===== src/logic/tx_shaping_pkg.sv =====
package tx_shaping_pkg;

    // Datapath word types
    typedef logic signed [3:0]  sample_t;
    typedef logic signed [7:0]  coeff_t;
    typedef logic signed [15:0] acc_t;
    typedef logic signed [9:0]  dac_t;

    // Register port word types
    typedef logic [9:0] reg_addr_t;
    typedef logic [7:0] reg_data_t;

    // Zero-stuffed symbol pair, fresh marks a real symbol
    typedef struct packed {
        sample_t i;
        sample_t q;
        logic    fresh;
    } iq_sym_t;

    // Filter result pair, fresh follows the tap-0 result
    typedef struct packed {
        acc_t i;
        acc_t q;
        logic fresh;
    } iq_acc_t;

    // Output window FSM
    typedef enum logic {
        TX_IDLE   = 1'b0,
        TX_ACTIVE = 1'b1
    } tx_state_e;

    // Decoded register address region
    typedef enum logic [1:0] {
        REGION_NONE    = 2'd0,
        REGION_COEFF_I = 2'd1,
        REGION_COEFF_Q = 2'd2
    } reg_region_e;

    // Address map
    localparam reg_addr_t COEFF_I_BASE = 10'd128;
    localparam reg_addr_t COEFF_Q_BASE = 10'd256;

    // Output scaling, divide by 2**OUT_SHIFT
    localparam int OUT_SHIFT = 2;

endpackage


===== src/logic/coeff_bank.sv =====
`timescale 1ns/100ps

module coeff_bank #(
    parameter int NUM_TAPS = 8
) (
    input  logic                                    clk,
    input  logic                                    rst_n_sync_wire,
    input  logic                                    reg_en_i,
    input  logic                                    reg_we_i,
    input  tx_shaping_pkg::reg_addr_t               reg_addr_i,
    input  tx_shaping_pkg::reg_data_t               reg_wdata_i,
    output tx_shaping_pkg::reg_data_t               reg_rdata_o,
    output tx_shaping_pkg::coeff_t [NUM_TAPS-1:0]   coeff_i_o,
    output tx_shaping_pkg::coeff_t [NUM_TAPS-1:0]   coeff_q_o
);

    import tx_shaping_pkg::*;

    localparam int IDX_W = (NUM_TAPS > 1) ? $clog2(NUM_TAPS) : 1;

    coeff_t [NUM_TAPS-1:0] coeff_i_q;
    coeff_t [NUM_TAPS-1:0] coeff_q_q;
    reg_region_e           region;
    reg_addr_t             offset;
    logic [IDX_W-1:0]      index;
    reg_data_t             rd_data;

    // Address decode into region and local tap index
    always_comb begin
        region = REGION_NONE;
        offset = '0;
        if (reg_addr_i >= COEFF_I_BASE && reg_addr_i < COEFF_I_BASE + reg_addr_t'(NUM_TAPS)) begin
            region = REGION_COEFF_I;
            offset = reg_addr_i - COEFF_I_BASE;
        end else if (reg_addr_i >= COEFF_Q_BASE &&
                     reg_addr_i < COEFF_Q_BASE + reg_addr_t'(NUM_TAPS)) begin
            region = REGION_COEFF_Q;
            offset = reg_addr_i - COEFF_Q_BASE;
        end
        index = IDX_W'(offset);
    end

    // Selected coefficient, zero for unmapped addresses
    always_comb begin
        case (region)
            REGION_COEFF_I: rd_data = reg_data_t'(coeff_i_q[index]);
            REGION_COEFF_Q: rd_data = reg_data_t'(coeff_q_q[index]);
            default:        rd_data = '0;
        endcase
    end

    always_ff @(posedge clk or negedge rst_n_sync_wire) begin
        if (!rst_n_sync_wire) begin
            coeff_i_q   <= '0;
            coeff_q_q   <= '0;
            reg_rdata_o <= '0;
        end else begin
            if (reg_en_i && reg_we_i) begin
                case (region)
                    REGION_COEFF_I: coeff_i_q[index] <= coeff_t'(reg_wdata_i);
                    REGION_COEFF_Q: coeff_q_q[index] <= coeff_t'(reg_wdata_i);
                    default: ;
                endcase
            end
            // Read data is only held for the cycle after the read strobe
            reg_rdata_o <= (reg_en_i && !reg_we_i) ? rd_data : '0;
        end
    end

    assign coeff_i_o = coeff_i_q;
    assign coeff_q_o = coeff_q_q;

endmodule


===== src/logic/fir_shaper.sv =====
`timescale 1ns/100ps

module fir_shaper #(
    parameter int NUM_TAPS = 8
) (
    input  logic                                    clk,
    input  logic                                    rst_n_sync_wire,
    input  tx_shaping_pkg::iq_sym_t                 sym_i,
    input  tx_shaping_pkg::coeff_t [NUM_TAPS-1:0]   coeff_i_i,
    input  tx_shaping_pkg::coeff_t [NUM_TAPS-1:0]   coeff_q_i,
    output tx_shaping_pkg::iq_acc_t                 acc_o
);

    import tx_shaping_pkg::*;

    // Registered part of the delay line, tap 0 is the incoming sample
    sample_t [NUM_TAPS-1:1] line_i;
    sample_t [NUM_TAPS-1:1] line_q;

    // Full tap view of both lanes
    sample_t [NUM_TAPS-1:0] taps_i;
    sample_t [NUM_TAPS-1:0] taps_q;

    acc_t sum_i;
    acc_t sum_q;

    always_ff @(posedge clk or negedge rst_n_sync_wire) begin
        if (!rst_n_sync_wire) begin
            line_i <= '0;
            line_q <= '0;
        end else begin
            line_i[1] <= sym_i.i;
            line_q[1] <= sym_i.q;
            for (int k = 2; k < NUM_TAPS; k++) begin
                line_i[k] <= line_i[k-1];
                line_q[k] <= line_q[k-1];
            end
        end
    end

    always_comb begin
        taps_i[0] = sym_i.i;
        taps_q[0] = sym_i.q;
        for (int k = 1; k < NUM_TAPS; k++) begin
            taps_i[k] = line_i[k];
            taps_q[k] = line_q[k];
        end
    end

    // Sum of products per lane, operands sign extended to the accumulator
    always_comb begin
        sum_i = '0;
        sum_q = '0;
        for (int k = 0; k < NUM_TAPS; k++) begin
            sum_i = sum_i + acc_t'(coeff_i_i[k]) * acc_t'(taps_i[k]);
            sum_q = sum_q + acc_t'(coeff_q_i[k]) * acc_t'(taps_q[k]);
        end
    end

    // Result register, fresh lines up with the tap-0 term
    always_ff @(posedge clk or negedge rst_n_sync_wire) begin
        if (!rst_n_sync_wire) begin
            acc_o <= '0;
        end else begin
            acc_o.i     <= sum_i;
            acc_o.q     <= sum_q;
            acc_o.fresh <= sym_i.fresh;
        end
    end

endmodule


===== src/logic/iq_shaping_top.sv =====
`timescale 1ns/100ps

module iq_shaping_top #(
    parameter int NUM_TAPS = 8
) (
    input  logic                        clk,
    input  logic                        rst_n_sync_wire,
    input  logic                        new_symbol_i,
    input  tx_shaping_pkg::sample_t     sym_i_i,
    input  tx_shaping_pkg::sample_t     sym_q_i,
    input  logic                        reg_en_i,
    input  logic                        reg_we_i,
    input  tx_shaping_pkg::reg_addr_t   reg_addr_i,
    input  tx_shaping_pkg::reg_data_t   reg_wdata_i,
    output tx_shaping_pkg::reg_data_t   reg_rdata_o,
    output tx_shaping_pkg::dac_t        i_out_o,
    output tx_shaping_pkg::dac_t        q_out_o,
    output logic                        out_valid_o
);

    import tx_shaping_pkg::*;

    iq_sym_t               up_sym;
    iq_acc_t               fir_acc;
    coeff_t [NUM_TAPS-1:0] coeff_i;
    coeff_t [NUM_TAPS-1:0] coeff_q;

    symbol_upsampler i_symbol_upsampler (
        .clk             (clk),
        .rst_n_sync_wire (rst_n_sync_wire),
        .new_symbol_i    (new_symbol_i),
        .sym_i_i         (sym_i_i),
        .sym_q_i         (sym_q_i),
        .sym_o           (up_sym)
    );

    coeff_bank #(.NUM_TAPS(NUM_TAPS)) i_coeff_bank (
        .clk             (clk),
        .rst_n_sync_wire (rst_n_sync_wire),
        .reg_en_i        (reg_en_i),
        .reg_we_i        (reg_we_i),
        .reg_addr_i      (reg_addr_i),
        .reg_wdata_i     (reg_wdata_i),
        .reg_rdata_o     (reg_rdata_o),
        .coeff_i_o       (coeff_i),
        .coeff_q_o       (coeff_q)
    );

    fir_shaper #(.NUM_TAPS(NUM_TAPS)) i_fir_shaper (
        .clk             (clk),
        .rst_n_sync_wire (rst_n_sync_wire),
        .sym_i           (up_sym),
        .coeff_i_i       (coeff_i),
        .coeff_q_i       (coeff_q),
        .acc_o           (fir_acc)
    );

    tx_output_stage #(.NUM_TAPS(NUM_TAPS)) i_tx_output_stage (
        .clk             (clk),
        .rst_n_sync_wire (rst_n_sync_wire),
        .acc_i           (fir_acc),
        .i_out_o         (i_out_o),
        .q_out_o         (q_out_o),
        .out_valid_o     (out_valid_o)
    );

endmodule


===== src/logic/symbol_upsampler.sv =====
`timescale 1ns/100ps

module symbol_upsampler (
    input  logic                      clk,
    input  logic                      rst_n_sync_wire,
    input  logic                      new_symbol_i,
    input  tx_shaping_pkg::sample_t   sym_i_i,
    input  tx_shaping_pkg::sample_t   sym_q_i,
    output tx_shaping_pkg::iq_sym_t   sym_o
);

    import tx_shaping_pkg::*;

    // Input capture stage
    logic    strobe_q;
    sample_t cap_i_q;
    sample_t cap_q_q;

    always_ff @(posedge clk or negedge rst_n_sync_wire) begin
        if (!rst_n_sync_wire) begin
            strobe_q <= 1'b0;
        end else begin
            strobe_q <= new_symbol_i;
        end
    end

    always_ff @(posedge clk) begin
        cap_i_q <= sym_i_i;
        cap_q_q <= sym_q_i;
    end

    // Zero stuffing, a real symbol only in the cycle after its strobe
    always_ff @(posedge clk or negedge rst_n_sync_wire) begin
        if (!rst_n_sync_wire) begin
            sym_o <= '0;
        end else if (strobe_q) begin
            sym_o.i     <= cap_i_q;
            sym_o.q     <= cap_q_q;
            sym_o.fresh <= 1'b1;
        end else begin
            sym_o <= '0;
        end
    end

endmodule


===== src/logic/tx_output_stage.sv =====
`timescale 1ns/100ps

module tx_output_stage #(
    parameter int NUM_TAPS = 8
) (
    input  logic                      clk,
    input  logic                      rst_n_sync_wire,
    input  tx_shaping_pkg::iq_acc_t   acc_i,
    output tx_shaping_pkg::dac_t      i_out_o,
    output tx_shaping_pkg::dac_t      q_out_o,
    output logic                      out_valid_o
);

    import tx_shaping_pkg::*;

    localparam int   CNT_W      = (NUM_TAPS > 1) ? $clog2(NUM_TAPS) : 1;
    localparam int   DAC_MAX    = (1 << ($bits(dac_t) - 1)) - 1;
    localparam int   DAC_MIN    = -(1 << ($bits(dac_t) - 1));
    localparam acc_t ROUND_BIAS = acc_t'((1 << OUT_SHIFT) - 1);

    tx_state_e        state_q;
    tx_state_e        state_d;
    logic [CNT_W-1:0] idle_cnt_q;
    logic [CNT_W-1:0] idle_cnt_d;

    // Divide with rounding toward zero, then clamp to the DAC range
    function automatic dac_t scale_sat(input acc_t value);
        acc_t biased;
        acc_t shifted;
        biased  = (value < 0) ? value + ROUND_BIAS : value;
        shifted = biased >>> OUT_SHIFT;
        if (int'(shifted) > DAC_MAX) begin
            return dac_t'(DAC_MAX);
        end else if (int'(shifted) < DAC_MIN) begin
            return dac_t'(DAC_MIN);
        end
        return dac_t'(shifted);
    endfunction

    // Window opens on a fresh result, closes after NUM_TAPS quiet cycles
    always_comb begin
        state_d    = state_q;
        idle_cnt_d = idle_cnt_q;
        case (state_q)
            TX_IDLE: begin
                if (acc_i.fresh) begin
                    state_d    = TX_ACTIVE;
                    idle_cnt_d = '0;
                end
            end
            TX_ACTIVE: begin
                if (acc_i.fresh) begin
                    idle_cnt_d = '0;
                end else if (idle_cnt_q == CNT_W'(NUM_TAPS - 1)) begin
                    state_d = TX_IDLE;
                end else begin
                    idle_cnt_d = idle_cnt_q + 1'b1;
                end
            end
            default: state_d = TX_IDLE;
        endcase
    end

    always_ff @(posedge clk or negedge rst_n_sync_wire) begin
        if (!rst_n_sync_wire) begin
            state_q    <= TX_IDLE;
            idle_cnt_q <= '0;
            i_out_o    <= '0;
            q_out_o    <= '0;
        end else begin
            state_q    <= state_d;
            idle_cnt_q <= idle_cnt_d;
            // Outputs follow the window state of the same edge
            i_out_o    <= (state_d == TX_ACTIVE) ? scale_sat(acc_i.i) : '0;
            q_out_o    <= (state_d == TX_ACTIVE) ? scale_sat(acc_i.q) : '0;
        end
    end

    assign out_valid_o = (state_q == TX_ACTIVE);

endmodule


===== config.mk =====
export PLATFORM = sky130hd
export DESIGN_NAME = iq_shaping_top
export DESIGN_NICKNAME = d
export VERILOG_FILES = /design/src/logic/tx_shaping_pkg.sv /design/src/logic/coeff_bank.sv /design/src/logic/fir_shaper.sv /design/src/logic/iq_shaping_top.sv /design/src/logic/symbol_upsampler.sv /design/src/logic/tx_output_stage.sv
export SDC_FILE = /design/constraint.sdc
export NUM_CORES = 2
export LEC_CHECK = 0
export BUFFER_PORTS_ARGS = -buffer_cell sky130_fd_sc_hd__buf_2
export CORE_MARGIN = 2
export CORE_UTILIZATION = 40
export CTS_CLUSTER_SIZE = 28
export DETAILED_ROUTE_END_ITERATION = 6
export SYNTH_ARGS = -nofsm -noshare
export SYNTH_HDL_FRONTEND = slang
export SYNTH_SLANG_ARGS = --single-unit

===== constraint.sdc =====
create_clock -name clk -period 7.1 [get_ports clk]
set_clock_uncertainty 0.2 [all_clocks]
set_input_delay 0.71 -clock clk [delete_from_list [all_inputs] [get_ports clk]]
set_output_delay 0.71 -clock clk [all_outputs]
set_load 0.05 [all_outputs]

==> impl_metrics.xml <==
<?xml version="1.0" encoding="UTF-8"?>
<metrics>
  <group name="synthesis">
    <metric name="yosys.cell_types.count" unit="">69</metric>
    <metric name="share_of_the_yosys_chip_area_belonging_to_registers" unit="%">21.1</metric>
    <metric name="synth.cell_area" unit="um2">31400</metric>
    <metric name="synth_edf_count" unit="">0</metric>
    <metric name="most_common_flop_cell_mapped_by_yosys" unit="">sky130_fd_sc_hd__dfrtp_1</metric>
    <metric name="yosysWarnings" unit="">0</metric>
    <metric name="syn-mean-instance-area" unit="um2">10.3</metric>
    <metric name="post_synthesis_net_count" unit="">3850</metric>
    <metric name="async_reset_ff_share" unit="%">97.0</metric>
    <metric name="post_synth_inst_count" unit="">3041</metric>
    <metric name="synth.ff_latch_count" unit="">267</metric>
  </group>
  <group name="worst_setup_path">
    <metric name="timing.critical_path.to_type" unit="">register</metric>
    <metric name="crit_path_top_delay_cell" unit="">sky130_fd_sc_hd__fa_2</metric>
    <metric name="cp.arrival" unit="ps">7760</metric>
    <metric name="timing_worst_setup_path_type" unit="">register to register</metric>
    <metric name="worst_path_largest_cell_delay" unit="ps">520</metric>
    <metric name="startpoint_type" unit="">register</metric>
    <metric name="critical_path_peak_fanout" unit="">2</metric>
    <metric name="critical_path.most_common_cell" unit="">sky130_fd_sc_hd__fa_1</metric>
    <metric name="timing.critical_path.required" unit="ps">7380</metric>
  </group>
  <group name="sta">
    <metric name="rsz0062_at_grt" unit="">true</metric>
    <metric name="setup_ws" unit="ps">-380</metric>
    <metric name="clock.fmax" unit="MHz">134</metric>
    <metric name="worst_pin_slew" unit="ps">847</metric>
    <metric name="hold_viol_final" unit="">0</metric>
    <metric name="fin_crit_sh" unit="%">105</metric>
    <metric name="timing.final.setup_violations" unit="">6</metric>
    <metric name="finalMaxSlewViolations" unit="">0</metric>
    <metric name="final_period_minus_worst_setup_slack" unit="ps">7480</metric>
    <metric name="worst_slew_margin_rel" unit="%">43.4</metric>
  </group>
  <group name="global_route">
    <metric name="global_route_wire_length_before_repair" unit="um">134000</metric>
    <metric name="grt_antenna_before_repair" unit="">9</metric>
    <metric name="globalRouteOverflowTotal" unit="">0</metric>
    <metric name="largest_net_degree_at_the_start_of_global_routing" unit="">134</metric>
    <metric name="grt_pass1_vias" unit="">23828</metric>
    <metric name="gr-usage-all-layers" unit="%">21.4</metric>
  </group>
  <group name="detailed_routing">
    <metric name="routed_wl" unit="um">84200</metric>
    <metric name="wire_per_inst" unit="um">18.6</metric>
    <metric name="drt_first_pass_iters" unit="">7</metric>
    <metric name="ant_nets" unit="">0</metric>
    <metric name="vias" unit="">22830</metric>
    <metric name="detail_route.iter0.violations" unit="">1434</metric>
    <metric name="remaining_drc_errors" unit="">0</metric>
    <metric name="via_per_inst" unit="">5.04</metric>
  </group>
  <group name="run">
    <metric name="maxCapViolCount" unit="">0</metric>
  </group>
  <group name="clocking">
    <metric name="clk_path_buf_depth" unit="">3</metric>
    <metric name="clk_pin_slew_worst_paths" unit="ps">70</metric>
    <metric name="htree_depth" unit="">2</metric>
    <metric name="cts_buffers" unit="">34</metric>
    <metric name="clk-insertion-delay-late" unit="ps">550</metric>
    <metric name="clock_sinks" unit="">267</metric>
    <metric name="cts_tree" unit="">done</metric>
    <metric name="cts.root.buffer_cell" unit="">sky130_fd_sc_hd__clkbuf_16</metric>
  </group>
  <group name="status">
    <metric name="status" unit="">finished with violations</metric>
    <metric name="violations" unit="">negative setup slack</metric>
  </group>
  <group name="finish">
    <metric name="area_delta_synth_final" unit="%">19.9</metric>
    <metric name="most_common_cell_after_layout_fill_and_taps_aside" unit="">sky130_fd_sc_hd__inv_1</metric>
    <metric name="share_of_layout_cells_above_drive_strength_1" unit="%">22.8</metric>
    <metric name="ff_latch_area" unit="um2">6640</metric>
    <metric name="final_cell_mix" unit="">sky130_fd_sc_hd__inv_1, sky130_fd_sc_hd__fa_1, sky130_fd_sc_hd__buf_4</metric>
    <metric name="n_fill_cell" unit="">7309</metric>
    <metric name="finalCoreUtilization" unit="%">48.5</metric>
    <metric name="multi_input_gate_area_in_the_final_layout" unit="um2">23800</metric>
    <metric name="nNetsFinal" unit="">4270</metric>
  </group>
  <group name="floorplanning">
    <metric name="design.core.area" unit="um2">77600</metric>
    <metric name="design.die.area" unit="um2">80800</metric>
    <metric name="die_w" unit="um">284</metric>
    <metric name="num_rows" unit="">102</metric>
    <metric name="initial_utilization" unit="%">40.5</metric>
    <metric name="fp.dieH" unit="um">284</metric>
    <metric name="top_level_ports" unit="">60</metric>
  </group>
  <group name="min_path">
    <metric name="hp-class" unit="">input pin to register</metric>
  </group>
  <group name="power">
    <metric name="total_leakage_power" unit="nW">19.9</metric>
    <metric name="power.density" unit="nW/um2">201</metric>
    <metric name="power.ir.vdd_worst" unit="mV">0.227</metric>
    <metric name="power" unit="mW">7.57</metric>
  </group>
  <group name="placed_design">
    <metric name="detailed_place_hpwl" unit="um">69200</metric>
    <metric name="routabilityCongestion" unit="">0.910</metric>
    <metric name="port-buffer-count" unit="">59</metric>
  </group>
</metrics>
[area by class of cell]
type | count | area share [%]
sequential | 267 | 17.6
clock inverter | 15 | 0.561
tap | 1040 | 3.45
antenna | 3 | 0.0199
inverter | 465 | 4.64
multi-input combinational | 2283 | 63.2
clock buffer | 47 | 2.64
timing repair buffer | 410 | 7.90
[worst paths after layout]
| path | slack, ps | cells past startpoint | startpoint | endpoint |
|---|---|---|---|---|
| setup / recovery | -380 | 27 | i_coeff_bank.coeff_q_o[40] | i_fir_shaper.acc_o[15] |
| hold / removal | 50 | 1 | sym_i_i[0] | i_symbol_upsampler.cap_i_q[0] |
| setup reg to reg | -380 | 27 | i_coeff_bank.coeff_q_o[40] | i_fir_shaper.acc_o[15] |
| hold reg to reg | 160 | 0 | i_symbol_upsampler.sym_o[0] | i_fir_shaper.acc_o[0] |
| max in group asynchronous | 4950 | 3 | rst_n_sync_wire | i_coeff_bank.coeff_i_o[47] |
| min in group asynchronous | 540 | 2 | rst_n_sync_wire | i_fir_shaper.acc_o[15] |
[critical path, delay by kind of cell, from the launching register on]
kind	cells	cell delay, ps
adder cells (fa/ha/maj)	10	4220
AND/OR/NAND/NOR	6	1310
AO/OA/AOI/OAI	6	910
flip-flops	1	380
XOR/XNOR	1	200
buffers and inverters	4	190
[cell families (layout without fill, tap and decap cells)]
logic type                 Yosys count  count (layout)  synth area share, %
xor gates and xnor gates           207             207                 5.77
AOI/OAI and AO/OA                  325             325                 6.86
adders and majority gates          778             778                 41.1
buffers and inverters              491             937                 5.88
muxes                              142             142                 5.09
and+or+nand+nor                    831             831                 14.1
other                                0               3                    0
DFF                                267             267                 21.1
[stage by stage]
stage	cell area, um2	instances	setup slack, ps	hold slack (ps)	TNS, ps
global route	37700	4527	-652	46.6	-3420
global placement	35500	4442	-597	134	-1900
CTS	37200	4520	-383	40.1	-1030
floorplan	31500	3041	-187	131	-187
detailed placement	35500	4442	-614	142	-2150
finish	37700	4530	-380	51.8	-995
[flip-flops by register name (all words and copies together), names as in the netlist, 8 cells and up]
name and count:
i_fir_shaper.acc_o 33, i_fir_shaper.line_i 28, i_symbol_upsampler.sym_o 9, i_coeff_bank.reg_rdata_o 8, i_tx_output_stage.q_out_o 10, i_fir_shaper.line_q 28
i_coeff_bank.coeff_q_o 64, i_coeff_bank.coeff_i_o 64, i_tx_output_stage.i_out_o 10
[where the power goes]
group / internal (mW) / switching (mW)
clock network: 1.17 / 0.731
registers: 1.72 / 0.100
logic: 1.85 / 2.01
total: 4.73 / 2.84
[cell usage after synthesis (10+ instances only)]
master	n	area, um2
sky130_fd_sc_hd__o41a_1	13	146
sky130_fd_sc_hd__o221ai_1	10	87.6
sky130_fd_sc_hd__mux2_2	132	1490
sky130_fd_sc_hd__fa_1	424	8490
sky130_fd_sc_hd__xnor2_1	147	1290
sky130_fd_sc_hd__nand2_2	11	68.8
sky130_fd_sc_hd__nand2b_1	79	494
sky130_fd_sc_hd__a21oi_1	80	400
sky130_fd_sc_hd__and2_1	259	1620
sky130_fd_sc_hd__or3_1	23	144
sky130_fd_sc_hd__ha_1	354	4430
sky130_fd_sc_hd__nand3_1	10	50.1
sky130_fd_sc_hd__clkbuf_1	21	78.8
sky130_fd_sc_hd__nor2b_1	43	269
sky130_fd_sc_hd__or2_2	10	62.6
sky130_fd_sc_hd__o22ai_1	31	194
sky130_fd_sc_hd__a21o_1	34	255
sky130_fd_sc_hd__nor3_1	40	200
sky130_fd_sc_hd__xor2_1	60	526
sky130_fd_sc_hd__nand2_1	165	619
sky130_fd_sc_hd__o211ai_1	13	97.6
sky130_fd_sc_hd__nor2_1	160	601
sky130_fd_sc_hd__inv_1	463	1740
sky130_fd_sc_hd__o21ai_0	59	295
sky130_fd_sc_hd__o21a_1	27	203
sky130_fd_sc_hd__dfrtp_1	259	6480
sky130_fd_sc_hd__a21boi_0	13	97.6
[routing by layer]
metal	part of all wire, %	up-vias	track usage [%]
li1	-	10699	-
met1	46	11516	30.2
met2	45	471	33.2
met3	6.6	134	4.71
met4	2.7	10	5.76
met5	0.068	-	0
[timing repair]
action	in CTS	in global routing
hold buffers	1	0
endpoints found under the hold margin	69	0
gates resized for setup	89	104
setup buffers	19	10
pin swaps	75	67
endpoints found under the setup margin	9	13
No activity file was read; power rests on OpenSTA's default activity.
